<file path="src/design/port_map_pkg.sv">
// port map for the z80 i/o block: low-address port values, #AF register indices, select flags
`default_nettype none

package port_map_pkg;

	// ------------------------------------------------------------------------
	// low address byte of the ports kept in this block
	// ------------------------------------------------------------------------
	localparam logic [7:0] PORT_FE     = 8'hFE; // keys, tape, border, beeper
	localparam logic [7:0] PORT_FD     = 8'hFD; // 7ffd paging, sound chip with a15 set
	localparam logic [7:0] PORT_XT     = 8'hAF; // extended config, high byte is index
	localparam logic [7:0] PORT_COVOX  = 8'hFB;
	localparam logic [7:0] PORT_KJOY   = 8'h1F; // kempston joystick
	localparam logic [7:0] PORT_KMOUSE = 8'hDF; // kempston mouse
	localparam logic [7:0] PORT_SDCFG  = 8'h77;
	localparam logic [7:0] PORT_SDDAT  = 8'h57;

	// ------------------------------------------------------------------------
	// #nnAF register indices, nn = high address byte
	// ------------------------------------------------------------------------
	// video
	localparam logic [7:0] XT_VCONF     = 8'h00;
	localparam logic [7:0] XT_VPAGE     = 8'h01;
	localparam logic [7:0] XT_GXOFFSL   = 8'h02;
	localparam logic [7:0] XT_GXOFFSH   = 8'h03;
	localparam logic [7:0] XT_GYOFFSL   = 8'h04;
	localparam logic [7:0] XT_GYOFFSH   = 8'h05;
	localparam logic [7:0] XT_TSCONF    = 8'h06;
	localparam logic [7:0] XT_PALSEL    = 8'h07;
	localparam logic [7:0] XT_XBORDER   = 8'h0F;
	localparam logic [7:0] XT_T0XOFFSL  = 8'h40; // tile plane offsets, #40..#47
	localparam logic [7:0] XT_T0XOFFSH  = 8'h41;
	localparam logic [7:0] XT_T0YOFFSL  = 8'h42;
	localparam logic [7:0] XT_T0YOFFSH  = 8'h43;
	localparam logic [7:0] XT_T1XOFFSL  = 8'h44;
	localparam logic [7:0] XT_T1XOFFSH  = 8'h45;
	localparam logic [7:0] XT_T1YOFFSL  = 8'h46;
	localparam logic [7:0] XT_T1YOFFSH  = 8'h47;
	// memory and pages
	localparam logic [7:0] XT_RAMPAGE   = 8'h10; // base of four, #10..#13
	localparam logic [7:0] XT_FMADDR    = 8'h15;
	localparam logic [7:0] XT_TMPAGE    = 8'h16;
	localparam logic [7:0] XT_T0GPAGE   = 8'h17;
	localparam logic [7:0] XT_T1GPAGE   = 8'h18;
	localparam logic [7:0] XT_SGPAGE    = 8'h19;
	// dma setup
	localparam logic [7:0] XT_DMASADDRL = 8'h1A;
	localparam logic [7:0] XT_DMASADDRH = 8'h1B;
	localparam logic [7:0] XT_DMASADDRX = 8'h1C;
	localparam logic [7:0] XT_DMADADDRL = 8'h1D;
	localparam logic [7:0] XT_DMADADDRH = 8'h1E;
	localparam logic [7:0] XT_DMADADDRX = 8'h1F;
	localparam logic [7:0] XT_DMALEN    = 8'h26;
	localparam logic [7:0] XT_DMACTRL   = 8'h27;
	localparam logic [7:0] XT_DMANUM    = 8'h28;
	// system
	localparam logic [7:0] XT_SYSCONF   = 8'h20;
	localparam logic [7:0] XT_MEMCONF   = 8'h21;
	localparam logic [7:0] XT_HSINT     = 8'h22;
	localparam logic [7:0] XT_VSINTL    = 8'h23;
	localparam logic [7:0] XT_VSINTH    = 8'h24;
	localparam logic [7:0] XT_FDDVIRT   = 8'h29;
	localparam logic [7:0] XT_INTMASK   = 8'h2A;
	localparam logic [7:0] XT_CACHECONF = 8'h2B;
	// read side, shares numbers with write registers
	localparam logic [7:0] XT_XSTAT     = 8'h00;
	localparam logic [7:0] XT_DMASTAT   = 8'h27;

	// one flag per kept port, raw low-byte compare, no dos gating
	typedef struct packed {
		logic fe;
		logic fd;
		logic xt;
		logic covox;
		logic kjoy;
		logic kmouse;
		logic sdcfg;
		logic sddat;
		logic ay;     // sound chip, fd with a15 high
	} port_sel_t;

endpackage

`default_nettype wire

</file>
<file path="src/design/zcfg_pkg.sv">
// configuration types for the i/o block: reset values, lock modes, register and strobe structs
`default_nettype none

package zcfg_pkg;

	// ------------------------------------------------------------------------
	// reset values
	// ------------------------------------------------------------------------
	localparam logic [7:0]  SYSCONF_RST   = 8'h01; // turbo 7 MHz
	localparam logic [7:0]  MEMCONF_RST   = 8'h04; // w0 map off, lock mode 0
	localparam logic [3:0]  CACHECONF_RST = 4'h0;  // cache disabled
	localparam logic [7:0]  INTMASK_RST   = 8'h01; // frame int only
	localparam logic [3:0]  FDDVIRT_RST   = 4'h1;  // drive a virtual
	localparam logic [4:0]  FMADDR_RST    = 5'h00;
	// page 3 in the top byte, page 0 in the low byte
	localparam logic [31:0] BANK_RST      = {8'h00, 8'h02, 8'h05, 8'h00};

	// memconf[7:6] lock modes, 0 and 1 use memconf[6] directly
	localparam logic [1:0]  LOCK_MODE2    = 2'b10; // lock from last opcode fetch
	localparam logic [1:0]  LOCK_MODE3    = 2'b11; // pentagon 1024, no lock

	// ------------------------------------------------------------------------
	// register state seen by the rest of the machine
	// ------------------------------------------------------------------------
	typedef struct packed {
		logic [7:0]      sysconf;
		logic [7:0]      memconf;
		logic [3:0]      cacheconf;
		logic [4:0]      fmaddr;
		logic [7:0]      intmask;
		logic [3:0]      fddvirt;
		logic [3:0][7:0] xt_page;   // cpu windows 0..3
	} cfg_regs_t;

	// write enables into port_regs, already qualified by iowr_s
	typedef struct packed {
		logic rampage;
		logic fmaddr;
		logic sysconf;
		logic memconf;
		logic cacheconf;
		logic fddvirt;
		logic intmask;
		logic p7ffd;
	} xt_wr_t;

	// video and interrupt register strobes
	typedef struct packed {
		logic zborder;
		logic border;
		logic zvpage;
		logic vpage;
		logic vconf;
		logic gx_offsl;
		logic gx_offsh;
		logic gy_offsl;
		logic gy_offsh;
		logic t0x_offsl;
		logic t0x_offsh;
		logic t0y_offsl;
		logic t0y_offsh;
		logic t1x_offsl;
		logic t1x_offsh;
		logic t1y_offsl;
		logic t1y_offsh;
		logic tsconf;
		logic palsel;
		logic tmpage;
		logic t0gpage;
		logic t1gpage;
		logic sgpage;
		logic hint_beg;
		logic vint_begl;
		logic vint_begh;
	} video_wr_t;

	// dma register strobes
	typedef struct packed {
		logic saddrl;
		logic saddrh;
		logic saddrx;
		logic daddrl;
		logic daddrh;
		logic daddrx;
		logic len;
		logic ctrl;
		logic num;
	} dma_wr_t;

endpackage

`default_nettype wire

</file>
<file path="src/design/port_decode.sv">
// port decoder: low byte to port selects, #AF index to write strobes, bus drive control
`default_nettype none

module port_decode
(
	input  wire [15:0]              a,
	input  wire                     iowr_s,
	input  wire                     iord_s,
	input  wire                     iord,
	input  wire                     dos,
	input  wire                     lock48,
	output port_map_pkg::port_sel_t sel,
	output zcfg_pkg::xt_wr_t        xt_wr,
	output zcfg_pkg::video_wr_t     video_wr,
	output zcfg_pkg::dma_wr_t       dma_wr,
	output logic                    beeper_wr,
	output logic                    covox_wr,
	output logic                    sd_cfg_wr,
	output logic                    sd_start,
	output logic                    porthit,
	output logic                    external_port,
	output logic                    dataout
);

	logic [7:0] loa;
	logic [7:0] hoa;
	logic       fe_w;    // write to fe
	logic       xt_w;    // write to #nnAF
	logic       p7ffd_w; // accepted 7ffd write

	assign loa = a[7:0];
	assign hoa = a[15:8];

	// ------------------------------------------------------------------------
	// port selects and bus control
	// ------------------------------------------------------------------------
	always_comb
	begin
		sel.fe     = (loa == port_map_pkg::PORT_FE);
		sel.fd     = (loa == port_map_pkg::PORT_FD);
		sel.xt     = (loa == port_map_pkg::PORT_XT);
		sel.covox  = (loa == port_map_pkg::PORT_COVOX);
		sel.kjoy   = (loa == port_map_pkg::PORT_KJOY);
		sel.kmouse = (loa == port_map_pkg::PORT_KMOUSE);
		sel.sdcfg  = (loa == port_map_pkg::PORT_SDCFG);
		sel.sddat  = (loa == port_map_pkg::PORT_SDDAT);
		sel.ay     = sel.fd & a[15];     // bffd/fffd
	end

	// joystick and sd card hidden while dos rom is on
	assign porthit = sel.fe | sel.xt | sel.fd | sel.covox | sel.kmouse
		| (sel.kjoy & ~dos) | ((sel.sdcfg | sel.sddat) & ~dos);

	assign external_port = sel.ay;  // sound chip drives the bus itself
	assign dataout = porthit & iord & ~external_port;

	// ------------------------------------------------------------------------
	// write strobes
	// ------------------------------------------------------------------------
	assign fe_w    = sel.fe & iowr_s;
	assign xt_w    = sel.xt & iowr_s;
	assign p7ffd_w = sel.fd & ~a[15] & iowr_s & ~lock48; // closed for good by lock48

	assign beeper_wr = fe_w;
	assign covox_wr  = sel.covox & iowr_s;

	always_comb
	begin
		xt_wr.rampage   = xt_w & (hoa[7:2] == port_map_pkg::XT_RAMPAGE[7:2]); // #10..#13
		xt_wr.fmaddr    = xt_w & (hoa == port_map_pkg::XT_FMADDR);
		xt_wr.sysconf   = xt_w & (hoa == port_map_pkg::XT_SYSCONF);
		xt_wr.memconf   = xt_w & (hoa == port_map_pkg::XT_MEMCONF);
		xt_wr.cacheconf = xt_w & (hoa == port_map_pkg::XT_CACHECONF);
		xt_wr.fddvirt   = xt_w & (hoa == port_map_pkg::XT_FDDVIRT);
		xt_wr.intmask   = xt_w & (hoa == port_map_pkg::XT_INTMASK);
		xt_wr.p7ffd     = p7ffd_w;
	end

	always_comb
	begin
		video_wr.zborder   = fe_w;        // spectrum border from fe
		video_wr.border    = xt_w & (hoa == port_map_pkg::XT_XBORDER);
		video_wr.zvpage    = p7ffd_w;     // shadow screen bit
		video_wr.vpage     = xt_w & (hoa == port_map_pkg::XT_VPAGE);
		video_wr.vconf     = xt_w & (hoa == port_map_pkg::XT_VCONF);
		video_wr.gx_offsl  = xt_w & (hoa == port_map_pkg::XT_GXOFFSL);
		video_wr.gx_offsh  = xt_w & (hoa == port_map_pkg::XT_GXOFFSH);
		video_wr.gy_offsl  = xt_w & (hoa == port_map_pkg::XT_GYOFFSL);
		video_wr.gy_offsh  = xt_w & (hoa == port_map_pkg::XT_GYOFFSH);
		video_wr.t0x_offsl = xt_w & (hoa == port_map_pkg::XT_T0XOFFSL);
		video_wr.t0x_offsh = xt_w & (hoa == port_map_pkg::XT_T0XOFFSH);
		video_wr.t0y_offsl = xt_w & (hoa == port_map_pkg::XT_T0YOFFSL);
		video_wr.t0y_offsh = xt_w & (hoa == port_map_pkg::XT_T0YOFFSH);
		video_wr.t1x_offsl = xt_w & (hoa == port_map_pkg::XT_T1XOFFSL);
		video_wr.t1x_offsh = xt_w & (hoa == port_map_pkg::XT_T1XOFFSH);
		video_wr.t1y_offsl = xt_w & (hoa == port_map_pkg::XT_T1YOFFSL);
		video_wr.t1y_offsh = xt_w & (hoa == port_map_pkg::XT_T1YOFFSH);
		video_wr.tsconf    = xt_w & (hoa == port_map_pkg::XT_TSCONF);
		video_wr.palsel    = xt_w & (hoa == port_map_pkg::XT_PALSEL);
		video_wr.tmpage    = xt_w & (hoa == port_map_pkg::XT_TMPAGE);
		video_wr.t0gpage   = xt_w & (hoa == port_map_pkg::XT_T0GPAGE);
		video_wr.t1gpage   = xt_w & (hoa == port_map_pkg::XT_T1GPAGE);
		video_wr.sgpage    = xt_w & (hoa == port_map_pkg::XT_SGPAGE);
		video_wr.hint_beg  = xt_w & (hoa == port_map_pkg::XT_HSINT);
		video_wr.vint_begl = xt_w & (hoa == port_map_pkg::XT_VSINTL);
		video_wr.vint_begh = xt_w & (hoa == port_map_pkg::XT_VSINTH);
	end

	always_comb
	begin
		dma_wr.saddrl = xt_w & (hoa == port_map_pkg::XT_DMASADDRL);
		dma_wr.saddrh = xt_w & (hoa == port_map_pkg::XT_DMASADDRH);
		dma_wr.saddrx = xt_w & (hoa == port_map_pkg::XT_DMASADDRX);
		dma_wr.daddrl = xt_w & (hoa == port_map_pkg::XT_DMADADDRL);
		dma_wr.daddrh = xt_w & (hoa == port_map_pkg::XT_DMADADDRH);
		dma_wr.daddrx = xt_w & (hoa == port_map_pkg::XT_DMADADDRX);
		dma_wr.len    = xt_w & (hoa == port_map_pkg::XT_DMALEN);
		dma_wr.ctrl   = xt_w & (hoa == port_map_pkg::XT_DMACTRL);
		dma_wr.num    = xt_w & (hoa == port_map_pkg::XT_DMANUM);
	end

	// sd card, config only outside dos, data reads start a transfer always
	assign sd_cfg_wr = sel.sdcfg & iowr_s & ~dos;
	assign sd_start  = (sel.sddat & iowr_s & ~dos) | (sel.sddat & iord_s);

	// read mux relies on at most one port select
	a_sel_onehot: assert #0 ($onehot0({sel.fe, sel.fd, sel.xt, sel.covox,
		sel.kjoy, sel.kmouse, sel.sdcfg, sel.sddat}));

endmodule

`default_nettype wire

</file>
<file path="src/design/port_read_mux.sv">
// port read path: data multiplexer for cpu reads and the power-up status flag
`default_nettype none

module port_read_mux
(
	input  wire                          clk,
	input  wire                          rst,
	input  wire port_map_pkg::port_sel_t sel,
	input  wire [7:0]                    a_hi,
	input  wire                          iord_s,
	input  wire [7:0]                    page2,
	input  wire [7:0]                    page3,
	input  wire                          dma_act,
	input  wire                          tape_read,
	input  wire [4:0]                    keys_in,
	input  wire [4:0]                    kj_in,
	input  wire [7:0]                    mus_in,
	input  wire [7:0]                    sd_dataout,
	output logic [7:0]                   dout
);

	logic       pwr_up;   // set by reset, cleared by first status read
	logic [7:0] xt_dout;

	always_ff @(posedge clk)
	begin
		if (rst)
			pwr_up <= 1'b1;
		else if (iord_s && sel.xt && (a_hi == port_map_pkg::XT_XSTAT))
			pwr_up <= 1'b0;  // same-cycle read still sees 1
	end

	// ------------------------------------------------------------------------
	// #nnAF readback
	// ------------------------------------------------------------------------
	always_comb
	begin
		case (a_hi)
			port_map_pkg::XT_XSTAT:          xt_dout = {1'b0, pwr_up, 6'b000011};
			port_map_pkg::XT_DMASTAT:        xt_dout = {dma_act, 7'b0000000};
			port_map_pkg::XT_RAMPAGE + 8'd2: xt_dout = page2;
			port_map_pkg::XT_RAMPAGE + 8'd3: xt_dout = page3;
			default:                         xt_dout = 8'hFF;
		endcase
	end

	// ------------------------------------------------------------------------
	// port mux
	// ------------------------------------------------------------------------
	always_comb
	begin
		if (sel.fe)
			dout = {1'b1, tape_read, 1'b0, keys_in};
		else if (sel.xt)
			dout = xt_dout;
		else if (sel.kjoy)
			dout = {3'b000, kj_in};
		else if (sel.kmouse)
			dout = mus_in;
		else if (sel.sdcfg)
			dout = 8'h00;       // card present, not write protected
		else if (sel.sddat)
			dout = sd_dataout;
		else
			dout = 8'hFF;       // open bus
	end

	// the flag only comes back through reset
	a_pwr_up_rise: assert property (@(posedge clk) $rose(pwr_up) |-> $past(rst));

endmodule

`default_nettype wire

</file>
<file path="src/design/port_regs.sv">
// port registers: #AF configuration set, 7ffd paging with lock modes, sd chip select
`default_nettype none

module port_regs
(
	input  wire                     clk,
	input  wire                     rst,
	input  wire [7:0]               din,
	input  wire                     opfetch,
	input  wire                     wr,
	input  wire [7:0]               a_hi,      // selects one of four pages
	input  wire zcfg_pkg::xt_wr_t   xt_wr,
	input  wire                     sd_cfg_wr,
	output zcfg_pkg::cfg_regs_t     cfg,
	output logic                    lock48,
	output logic                    sdcs_n,
	output logic [7:0]              sd_datain
);

	logic       mode2;       // lock from opcode fetch
	logic       mode3;       // 1024k, no 128 lock
	logic       lock128;
	logic       m1_lock128;
	logic [7:0] page3_nxt;   // page 3 value for a 7ffd write

	// ------------------------------------------------------------------------
	// lock mode and 7ffd page mapping
	// ------------------------------------------------------------------------
	assign mode2 = (cfg.memconf[7:6] == zcfg_pkg::LOCK_MODE2);
	assign mode3 = (cfg.memconf[7:6] == zcfg_pkg::LOCK_MODE3);

	always_comb
	begin
		if (mode3)
			lock128 = 1'b0;
		else if (mode2)
			lock128 = m1_lock128;
		else
			lock128 = cfg.memconf[6];   // modes 0 and 1
	end

	always_comb
	begin
		if (mode3)
			page3_nxt = {2'b00, din[5], din[7:6], din[2:0]};  // pentagon 1024 order
		else
			page3_nxt = {3'b000, lock128 ? 2'b00 : din[7:6], din[2:0]};
	end

	// opcode byte seen by the cpu, locked when bits 7 and 6 match
	always_ff @(posedge clk)
	begin
		if (rst)
			m1_lock128 <= 1'b0;
		else if (opfetch)
			m1_lock128 <= ~(din[7] ^ din[6]);
	end

	// ------------------------------------------------------------------------
	// configuration registers
	// ------------------------------------------------------------------------
	always_ff @(posedge clk)
	begin
		if (rst)
		begin
			cfg.sysconf   <= zcfg_pkg::SYSCONF_RST;
			cfg.memconf   <= zcfg_pkg::MEMCONF_RST;
			cfg.cacheconf <= zcfg_pkg::CACHECONF_RST;
			cfg.fmaddr    <= zcfg_pkg::FMADDR_RST;
			cfg.intmask   <= zcfg_pkg::INTMASK_RST;
			cfg.fddvirt   <= zcfg_pkg::FDDVIRT_RST;
			cfg.xt_page   <= zcfg_pkg::BANK_RST;
		end
		else if (xt_wr.p7ffd)
		begin
			cfg.memconf[0] <= din[4];        // rom 128/48 select
			cfg.xt_page[3] <= page3_nxt;
		end
		else
		begin
			if (xt_wr.rampage)
				cfg.xt_page[a_hi[1:0]] <= din;
			if (xt_wr.fmaddr)
				cfg.fmaddr <= din[4:0];
			if (xt_wr.sysconf)
			begin
				cfg.sysconf   <= din;
				cfg.cacheconf <= {4{din[2]}}; // cache follows turbo bit
			end
			if (xt_wr.cacheconf)
				cfg.cacheconf <= din[3:0];
			if (xt_wr.memconf)
				cfg.memconf <= din;
			if (xt_wr.fddvirt)
				cfg.fddvirt <= din[3:0];
			if (xt_wr.intmask)
				cfg.intmask <= din;
		end
	end

	// ------------------------------------------------------------------------
	// lock48 and sd card
	// ------------------------------------------------------------------------
	always_ff @(posedge clk)
	begin
		if (rst)
			lock48 <= 1'b0;
		else if (xt_wr.p7ffd && !mode3)
			lock48 <= din[5];   // once set only reset reopens 7ffd
	end

	always_ff @(posedge clk)
	begin
		if (rst)
			sdcs_n <= 1'b1;     // card deselected
		else if (sd_cfg_wr)
			sdcs_n <= din[1];
	end

	assign sd_datain = wr ? din : 8'hFF;  // spi sends ones on reads

	// decoder blocks 7ffd while lock48 is set, so lock48 must hold
	a_lock48_hold: assert property (@(posedge clk) disable iff (rst)
		(!xt_wr.p7ffd || lock48) |=> $stable(lock48));

endmodule

`default_nettype wire

</file>
<file path="src/design/zports_top.sv">
// i/o port block top: joins the decoder, configuration registers and read path
`default_nettype none

module zports_top
(
	input  wire                     clk,
	input  wire                     rst,
	// cpu bus
	input  wire [15:0]              a,
	input  wire [7:0]               din,
	input  wire                     iord,
	input  wire                     iord_s,
	input  wire                     iowr_s,
	input  wire                     wr,
	input  wire                     opfetch,
	input  wire                     dos,
	output logic [7:0]              dout,
	output logic                    dataout,
	output logic                    porthit,
	output logic                    external_port,
	// read sources
	input  wire                     dma_act,
	input  wire                     tape_read,
	input  wire [4:0]               keys_in,
	input  wire [4:0]               kj_in,
	input  wire [7:0]               mus_in,
	input  wire [7:0]               sd_dataout,
	// configuration and strobes
	output zcfg_pkg::cfg_regs_t     cfg,
	output zcfg_pkg::video_wr_t     video_wr,
	output zcfg_pkg::dma_wr_t       dma_wr,
	output logic                    beeper_wr,
	output logic                    covox_wr,
	// sd card spi
	output logic                    sdcs_n,
	output logic                    sd_start,
	output logic [7:0]              sd_datain
);

	port_map_pkg::port_sel_t sel;
	zcfg_pkg::xt_wr_t        xt_wr;
	logic                    lock48;
	logic                    sd_cfg_wr;

	// ------------------------------------------------------------------------
	// decode, registers, read path
	// ------------------------------------------------------------------------
	port_decode u_decode
	(
		.a             (a),
		.iowr_s        (iowr_s),
		.iord_s        (iord_s),
		.iord          (iord),
		.dos           (dos),
		.lock48        (lock48),
		.sel           (sel),
		.xt_wr         (xt_wr),
		.video_wr      (video_wr),
		.dma_wr        (dma_wr),
		.beeper_wr     (beeper_wr),
		.covox_wr      (covox_wr),
		.sd_cfg_wr     (sd_cfg_wr),
		.sd_start      (sd_start),
		.porthit       (porthit),
		.external_port (external_port),
		.dataout       (dataout)
	);

	port_regs u_regs
	(
		.clk       (clk),
		.rst       (rst),
		.din       (din),
		.opfetch   (opfetch),
		.wr        (wr),
		.a_hi      (a[15:8]),
		.xt_wr     (xt_wr),
		.sd_cfg_wr (sd_cfg_wr),
		.cfg       (cfg),
		.lock48    (lock48),
		.sdcs_n    (sdcs_n),
		.sd_datain (sd_datain)
	);

	port_read_mux u_read
	(
		.clk        (clk),
		.rst        (rst),
		.sel        (sel),
		.a_hi       (a[15:8]),
		.iord_s     (iord_s),
		.page2      (cfg.xt_page[2]),   // only pages 2 and 3 read back
		.page3      (cfg.xt_page[3]),
		.dma_act    (dma_act),
		.tape_read  (tape_read),
		.keys_in    (keys_in),
		.kj_in      (kj_in),
		.mus_in     (mus_in),
		.sd_dataout (sd_dataout),
		.dout       (dout)
	);

endmodule

`default_nettype wire

</file>
<file path="config.mk">
export PLATFORM = sky130hd
export DESIGN_NAME = zports_top
export DESIGN_NICKNAME = d
export VERILOG_FILES = /design/src/design/port_map_pkg.sv /design/src/design/zcfg_pkg.sv /design/src/design/port_decode.sv /design/src/design/port_read_mux.sv /design/src/design/port_regs.sv /design/src/design/zports_top.sv
export SDC_FILE = /design/constraint.sdc
export NUM_CORES = 1
export LEC_CHECK = 0
export BUFFER_PORTS_ARGS = -buffer_cell sky130_fd_sc_hd__buf_4
export CORE_MARGIN = 2
export CORE_UTILIZATION = 48
export CTS_BUF_LIST = sky130_fd_sc_hd__clkbuf_4 sky130_fd_sc_hd__clkbuf_8
export CTS_CLUSTER_DIAMETER = 30
export DETAILED_ROUTE_END_ITERATION = 7
export GPL_TIMING_DRIVEN = 0
export PLACE_DENSITY = 0.82
export SETUP_SLACK_MARGIN = 0.3
export SYNTH_ARGS = -nofsm -noshare
export SYNTH_HDL_FRONTEND = slang
export SYNTH_SLANG_ARGS = --single-unit
</file>
<file path="constraint.sdc">
create_clock -name clk -period 2.3 [get_ports clk]
set_clock_uncertainty 0.1 [all_clocks]
set_input_delay 0.23 -clock clk [delete_from_list [all_inputs] [get_ports clk]]
set_output_delay 0.23 -clock clk [all_outputs]
set_load 0.1 [all_outputs]
</file>
==> metrics.md, run 1 <==
| Metric | Value |
|---|---|
| CTS Buffer Depth | 2 |
| Origin of the worst setup path | a[15] |
| Vias per Instance | 6.953 |
| H-tree depth | 3 |
| WS Path Type | input pin to output pin |
| Static Leak | between 3 and 4 nW |
| Max stage delay on crit path | 0.52 ns |
| DR DRC count | 0 |
| Final Max Slew Viols | 0 |
| Fin nets | 837 |
| Worst slew pin tran | 1.157 ns |
| Syn avg cell area | 7.423 sq um |
| Core Util, Final | a little over nine tenths |
| Post-DP HPWL | 11,030 microns |
| Area Growth Syn to Fin | 96.39% |
| Violations in the final reports | setup timing |
| EDFF count, synth | 0 |
| Crit Path Max Fanout | 5 |
| Max_slew headroom | 22.29% |
| ANT nets after route | 0 |
| Crit-path cells | buf_12 -> or4b_4 -> buf_6 -> nor4_4 -> nand3_2 -> buf_6 -> nor3_4 -> buf_12 |
| CTS tree | yes |
| # rows | 33 |
| Post-synth top flop | dfxtp_1 |
| Power Density | 387.7 nW/um^2 |
| Critical path endpoint category | output pin |
| Initial Util | about 49% |
| First-pass GRT wire length | 26,870 microns |
| Final hold vios | 0 |
| Arrival time worst endpoint | 2.01 ns |
| Die ar. | ~9000 sq um |
| Cells after DPL | 813 |
| Top cells by count, synth | 97 x nand2_1, 80 x nor2_1, 73 x dfxtp_1, 45 x a21oi_1, 31 x clkbuf_1 |
| Worst hold start | din[1] |
| Die width | roughly 95 microns |
| Share of layout cells above drive strength 1 | 52.69% |
| Port bufs | 175 |
| IR drop worst, VDD | 0.7945 mV |
| CP required | ~2.0 ns |
| Vias in the first global route | 5,097 |
| Worst-path clk slew | roughly 0.080 ns |
| Post-route setup TNS | -0.09024 ns |
| WL/cell | approximately 28 microns |
| MaxCap Viol Count | 0 |
| Drt total wl | roughly 25,000 microns |
| Top cells by area, synth | dfxtp_1 37%, nand2_1 9.2%, nor2_1 7.6%, mux2i_1 6.1%, a21oi_1 5.7% |
| Post-layout worst setup margin | -0.04035 ns |
| First-pass DRT Iterations | 8 |
| Root buffer cell | clkbuf_8 |
| Reg2reg start | u_regs.lock48$_SDFFE_PP0P_ |
| Async SR Flop Fraction | 0% |
| Starting DRT DRC Count | between 800 and 900 |
| Total global routing overflow | 0 |
| Minimum clock period | 2.340 ns |
| CTS Buf Count | 9 |
| Core Box Area | around 8100 sq um |
| Final worst path period share | 101.8% |
| Top cell type's share of synthesized area | 36.94% |
| Worst-Skew Late Latency | 0.35 ns |
| Cell Area, Synth | 3956 sq um |
| Worst hold slack | about 0.067 ns |
| Final GP Congestion | about 0.90 |
| Antenna violations before repair | 1 |
| Via count | 6,174 |
| Post-Layout Cell Count | 888 |
| # setup viols final | 4 |
| Status | finished with violations |
| CP startpoint kind | input pin |
| Largest net degree at the start of global routing | 13 |
| Fmax | 0.4273 GHz |
| FILL cells | 176 |
| Yosys reg bits | 73 |
| Post-Synthesis Cells | 533 |
| Post-CTS Hold Buffers | 0 |
| Num ports | ~190 |
| Worst min path class | input pin to register |
| Post-synthesis cell type count | 61 |
| Most common cell in the netlist | nand2_1 |
| Unrepaired setup endpoints after global routing | true |
| Sequential area share after synthesis | between 30 and 40% |
| Worst path slowest cell | or4b_4 |
| Die height | 94.79 microns |
| Clock sinks | 73 |
| Largest area contributor in the netlist | dfxtp_1 |
| Number of warnings issued by yosys | 0 |
| Net count of the mapped netlist | just under 600 |
| Gr usage total | 38.85% |
-- path summary, 6_finish.rpt --
| kind | endpoint | slack (ns) | depth (start not counted) |
|---|---|---|---|
| max | dma_wr[6] | -0.04 | 8 |
| min | u_regs.sdcs_n$_SDFFE_PP1P_ | 0.07 | 3 |
| max reg2reg | u_regs.cfg[28]$_SDFFE_PP0P_ | 0.34 | 5 |
| min reg2reg | u_regs.cfg[56]$_SDFFE_PP0P_ | 0.36 | 2 |
-- cells in the final DEF, fill, tap and decap left out, types with 4 or more instances in the layout --
cell and instances:
buf_4 172, nand2_1 89, dfxtp_1 58, buf_12 45
a21oi_1 44, nor2_1 43, nor2_4 33, mux2i_1 24
buf_6 19, clkbuf_1 17, dfxtp_2 15, nand3_1 13
clkbuf_8 13, nand2b_1 13, buf_8 7, o21ai_0 7
nor3_1 7, nand3b_1 6, nor3_4 6, buf_2 5
nand4_1 5, o21ai_4 5, nor4_4 5, nand3_2 5
o21ai_2 5, a22o_1 5, and2_1 5, clkbuf_16 4
a211oi_4 4, nor2_2 4, nand2_4 4, a22oi_1 4
inv_1 4, nand2_2 4, nor3_2 4
-- report_power, final --
part           switching (mW)  internal (mW)
logic                   0.367          0.216
clock network           0.498          0.667
registers             0.00111           1.26
-- cell type report --
class                           count  area, sq um  area share (%)
Tap cell                          105        131.4           1.691
Inverter                            5        23.77          0.3060
Clock inverter                      5        77.57          0.9984
Timing Repair Buffer              233         2384           30.68
Buffer                             41        361.6           4.654
Multi-Input combinational cell    414         3158           40.64
Clock buffer                       11        151.4           1.948
Sequential cell                    73         1480           19.05
Antenna cell                        1        2.502         0.03221
-- cells by family (layout without fill, tap and decap cells) --
group	Yosys count	in the layout	share of synthesized area, %
AO/OA/AOI/OAI	103	103	16.32
XOR/XNOR	2	2	0.4428
buffers and inverters	46	295	4.807
flip-flops	73	73	36.94
multiplexers	25	25	6.357
other	0	1	0
AND/OR/NAND/NOR	284	284	35.14
-- worst max-delay path: cells and delay by family --
kind,cells,cell delay (ns)
AND/OR/NAND/NOR,4,1.12
buffers and inverters,4,0.65
-- per-layer routing --
| layer | routed length, microns | part of all wire (%) | track usage, % |
|---|---|---|---|
| met1 | 8018 | 32 | 41.98 |
| met2 | 10820 | 43 | 65.60 |
| met3 | 3706 | 15 | 13.09 |
| met4 | 2428 | 9.7 | 23.43 |
| met5 | 0 | 0 | 0 |
-- registers in the layout, indices dropped and copies added (netlist names) --
name and cells:
u_regs.lock48 1, u_regs.cfg 69, u_regs.m1_lock128 1, u_read.pwr_up 1, u_regs.sdcs_n 1
-- repair_timing --
item	4_1_cts	5_1_grt
gates resized for setup	151	113
gates cloned	1	0
pin swaps	35	28
setup endpoints to repair	116	76
buffers inserted	33	24
-- stage by stage --
| stage | setup slack, ns | power (mW) | cell area (sq um) |
|---|---|---|---|
| after global routing | -0.2352 | 3.061 | 7767 |
| after CTS | 0.07384 | 2.865 | 7084 |
| after global placement | -0.5718 | 1.685 | 5938 |
| after detailed placement | -0.6008 | 1.689 | 5938 |
| after floorplan | -0.4402 | 1.541 | 4493 |
| final | -0.04035 | 3.012 | 7770 |
Note: power is estimated with default switching activity, not from simulation.
==> run 2, diff against run 1 <==
--- a/config.mk
+++ b/config.mk
@@ -7,12 +7,11 @@
 export LEC_CHECK = 0
 export BUFFER_PORTS_ARGS = -buffer_cell sky130_fd_sc_hd__buf_4
 export CORE_MARGIN = 2
-export CORE_UTILIZATION = 48
+export CORE_UTILIZATION = 50
 export CTS_BUF_LIST = sky130_fd_sc_hd__clkbuf_4 sky130_fd_sc_hd__clkbuf_8
-export CTS_CLUSTER_DIAMETER = 30
 export DETAILED_ROUTE_END_ITERATION = 7
 export GPL_TIMING_DRIVEN = 0
-export PLACE_DENSITY = 0.82
+export PLACE_DENSITY = 0.85
 export SETUP_SLACK_MARGIN = 0.3
 export SYNTH_ARGS = -nofsm -noshare
 export SYNTH_HDL_FRONTEND = slang
==> constraint.sdc (replaced) <==
create_clock -name clk -period 2.8 [get_ports clk]
set_clock_uncertainty 0.1 [all_clocks]
set_input_delay 0.28 -clock clk [delete_from_list [all_inputs] [get_ports clk]]
set_output_delay 0.28 -clock clk [all_outputs]
set_load 0.1 [all_outputs]
==> run 2 against run 1 <==
Against the previous run: the flow now finishes without violations; combinational power is 44% lower; cell count fell by 6.1%; sequential share of layout area is 5.1 points higher; clock power fell by 38%; via count shrank 23%; critical path depth decreased by 1; die area is 3.8% lower; core utilization shrank 17 points; sequential cell count unchanged; first-iteration DRC count is 73% lower; register-to-register slack improved by 0.70 ns; non-clock buffer count fell by 49; critical endpoint is now dout[7]; largest cell class unchanged; largest power group unchanged.
==> metrics.md, run 2 (same netlist as run 1, synthesis figures left out) <==
| Metric | Value |
|---|---|
| First-pass DRT Iterations | 5 (-3) |
| Initial Util | 51.46% (+2.6 points) |
| Worst hold start | opfetch |
| GRT busiest layer | met2 |
| Arrival time worst endpoint | 2.09 ns (+0.08 ns) |
| Gr usage total | 33.66% (-5.2 points) |
| Unrepaired setup endpoints after global routing | true |
| Final worst path period share | around nine tenths |
| CTS Buffer Depth | 2 (unchanged) |
| Cell count of the worst reg-to-reg path | 4 (-1) |
| Net Sw Frac | 28.36% (-0.40 points) |
| Static Leak | 2.593 nW (-20%) |
| Port bufs | 175 (unchanged) |
| Total global routing overflow | 0 (unchanged) |
| Crit Path Max Fanout | 7 (+2) |
| Met2 Use GR | 57.19% (-8.4 points) |
| Final total power | 2.081 mW (-31%) |
| Worst-path clk slew | 0.07 ns (about the same) |
| Commonest non-fill, non-tap cells in the layout | 185 x buf_4, 97 x nand2_1, 67 x dfxtp_1, 50 x nor2_1, 45 x a21oi_1 |
| MaxCap Viol Count | 0 (unchanged) |
| IR drop worst, VDD | 0.5777 mV (-27%) |
| Power Density | 341.6 nW/um^2 (-12%) |
| Core Box Area | 7687 sq um (-5.0%) |
| First-pass GRT wire length | 22,960 microns (-15%) |
| # rows | 32 (-3.0%) |
| R2R Setup Slk | 1.04 ns (+0.70 ns) |
| Max_slew headroom | 51.32% (+29 points) |
| Largest net degree at the start of global routing | 12 (-1) |
| WL/cell | 17.79 microns (-37%) |
| Clock sinks | 73 (unchanged) |
| Area Growth Syn to Fin | 54.02% |
| Crit Reg-Reg Endpoint | u_regs.cfg[28]$_SDFFE_PP0P_ |
| Hold Path Stages | 3 (unchanged) |
| Drt total wl | 14,840 microns (-41%) |
| Cell area after placement | 5793 sq um (-2.4%) |
| Final Max Slew Viols | 0 (unchanged) |
| Crit-path cells | buf_4 -> nor4b_4 -> a32o_1 -> nor2_1 -> a311o_1 -> a22o_2 -> buf_4 |
| Die ar. | 8640 sq um (-3.8%) |
| Starting DRT DRC Count | 241 (-73%) |
| Status | finished clean |
| M3 GR Usage | 8.299% (-4.8 points) |
| CTS tree | yes |
| Net switching power | 0.5902 mW (-32%) |
| DR DRC count | 0 (unchanged) |
| Worst-Skew Late Latency | 0.34 ns (about the same) |
| Worst min path class | input pin to register |
| # setup viols final | 0 (-4) |
| Internal power | 1.491 mW (-31%) |
| Worst path slowest cell | nor4b_4 |
| Final GP Congestion | 0.9865 (+9.8%) |
| Max reg flops | 69 (unchanged) |
| Root buffer cell | clkbuf_8 |
| Fin nets | 788 (-5.9%) |
| Most flops, register | u_regs.cfg |
| Worst slew pin tran | 0.7302 ns (-0.4266 ns) |
| CP startpoint kind | input pin |
| Final instance area | 6093 sq um (-22%) |
| Antenna violations before repair | 0 (-1) |
| Commonest non-fill, non-tap cell in the layout | buf_4 |
| Share of layout cells above drive strength 1 | 40.57% (-12 points) |
| Max stage delay on crit path | 0.49 ns (-0.03 ns) |
| Die width | 92.95 microns (-1.9%) |
| Worst Hold Path EP | u_regs.m1_lock128$_SDFFE_PP0P_ |
| Pre-CTS WS | -0.2415 ns (+0.3593 ns) |
| Comb power frac | 15.6% (-3.7 points) |
| ANT nets after route | 0 (unchanged) |
| H-tree depth | 3 (unchanged) |
| Final hold vios | 0 (unchanged) |
| Vias per Instance | 5.729 (-18%) |
| Fmax | 0.4048 GHz |
| CTS Buf Count | 9 (unchanged) |
| Via count | 4,778 (-23%) |
| Worst hold slack | 0.09111 ns (+0.02443 ns) |
| WS Path Type | input pin to output pin |
| Minimum clock period | 2.471 ns |
| Critical path endpoint category | output pin |
| Post-DP HPWL | 11,290 microns (+2.4%) |
| Vias in the first global route | 4,593 (-9.9%) |
| Reg2reg start | u_regs.lock48$_SDFFE_PP0P_ |
| Clock power share | 34.5% (-4.2 points) |
| GRT met1 Usage | 40.61% (-1.4 points) |
| Post-CTS Hold Buffers | 0 (unchanged) |
| Die height | 92.95 microns (-1.9%) |
| Cell mode on critical path | buf_4 |
| Num ports | 187 (unchanged) |
| Post-layout worst setup margin | 0.3294 ns (+0.3698 ns) |
| Ant diodes | 0 (-1) |
| Sequential share of power | 49.9% (+7.9 points) |
| CP required | 2.42 ns (+0.45 ns) |
==> run 2: changes by cell type in the layout (fill, tap and decap cells not counted), sizes merged <==
cell,previous run,this run
clkbuf,37,42
bufinv,2,0
clkinv,3,5
diode,1,0
buf,248,194
clkinvlp,1,0
==> run 2: routing by layer <==
metal	wire, microns	vias up	share of wire [%]
met2	7254	252	49
met5	0	-	0
li1	-	2252	-
met4	364	0	2.5
met1	5850	2237	39
met3	1365	37	9.2
==> run 2: how the worst max path moves through the flow <==
stage / startpoint / endpoint / slack (ns)
2_1_floorplan: a[9] / dma_wr[2] / -0.20
3_3_place_gp: a[15] / dout[7] / -0.19
3_5_place_dp: a[6] / video_wr[24] / -0.24
4_1_cts: a[9] / dout[7] / 0.22
5_1_grt: a[15] / dout[7] / 0.26
6_report: a[15] / dout[7] / 0.33
==> run 2: layout make-up <==
type | instances | area [sq um]
repair buffers | 184 | 1398
flip-flops and latches | 73 | 1469
well taps | 102 | 127.6
inverters | 5 | 18.77
fillers | 568 | 1594
plain buffers | 41 | 232.7
clock buffers | 11 | 145.1
multi-input cells | 414 | 2683
clock inverters | 4 | 20.02
==> run 2: critical path: cells and delay by family <==
| kind | cells | cell delay (ns) |
|---|---|---|
| and+or+nand+nor | 2 | 0.58 |
| AOI/OAI and AO/OA | 3 | 0.84 |
| buffers and inverters | 2 | 0.38 |
==> run 2: through the flow <==
| stage | std cells | TNS [ns] | util, % |
|---|---|---|---|
| 3_5_place_dp | 810 | -2.138 | 75.36 |
| 6_report | 834 | 0 | 79.26 |
| 4_1_cts | 830 | 0 | 78.48 |
| 3_3_place_gp | 810 | -1.016 | 75.36 |
| 5_1_grt | 834 | 0 | 79.26 |
| 2_1_floorplan | 533 | -1.598 | - |
==> run 2: power by group through the flow <==
stage          combinational (mW)  clock [mW]  sequential, mW
2_1_floorplan               0.190           0            1.06
3_3_place_gp                0.305           0            1.06
3_5_place_dp                0.309           0            1.06
4_1_cts                     0.314       0.714            1.04
5_1_grt                     0.343       0.754            1.04
6_report                    0.324       0.718            1.04
==> run 2: timing repair <==
item / in CTS / in global routing
gates cloned: 0 / 0
setup buffers: 5 / 4
resized for setup: 6 / 11
setup endpoints to repair: 30 / 9
pin swaps: 3 / 2
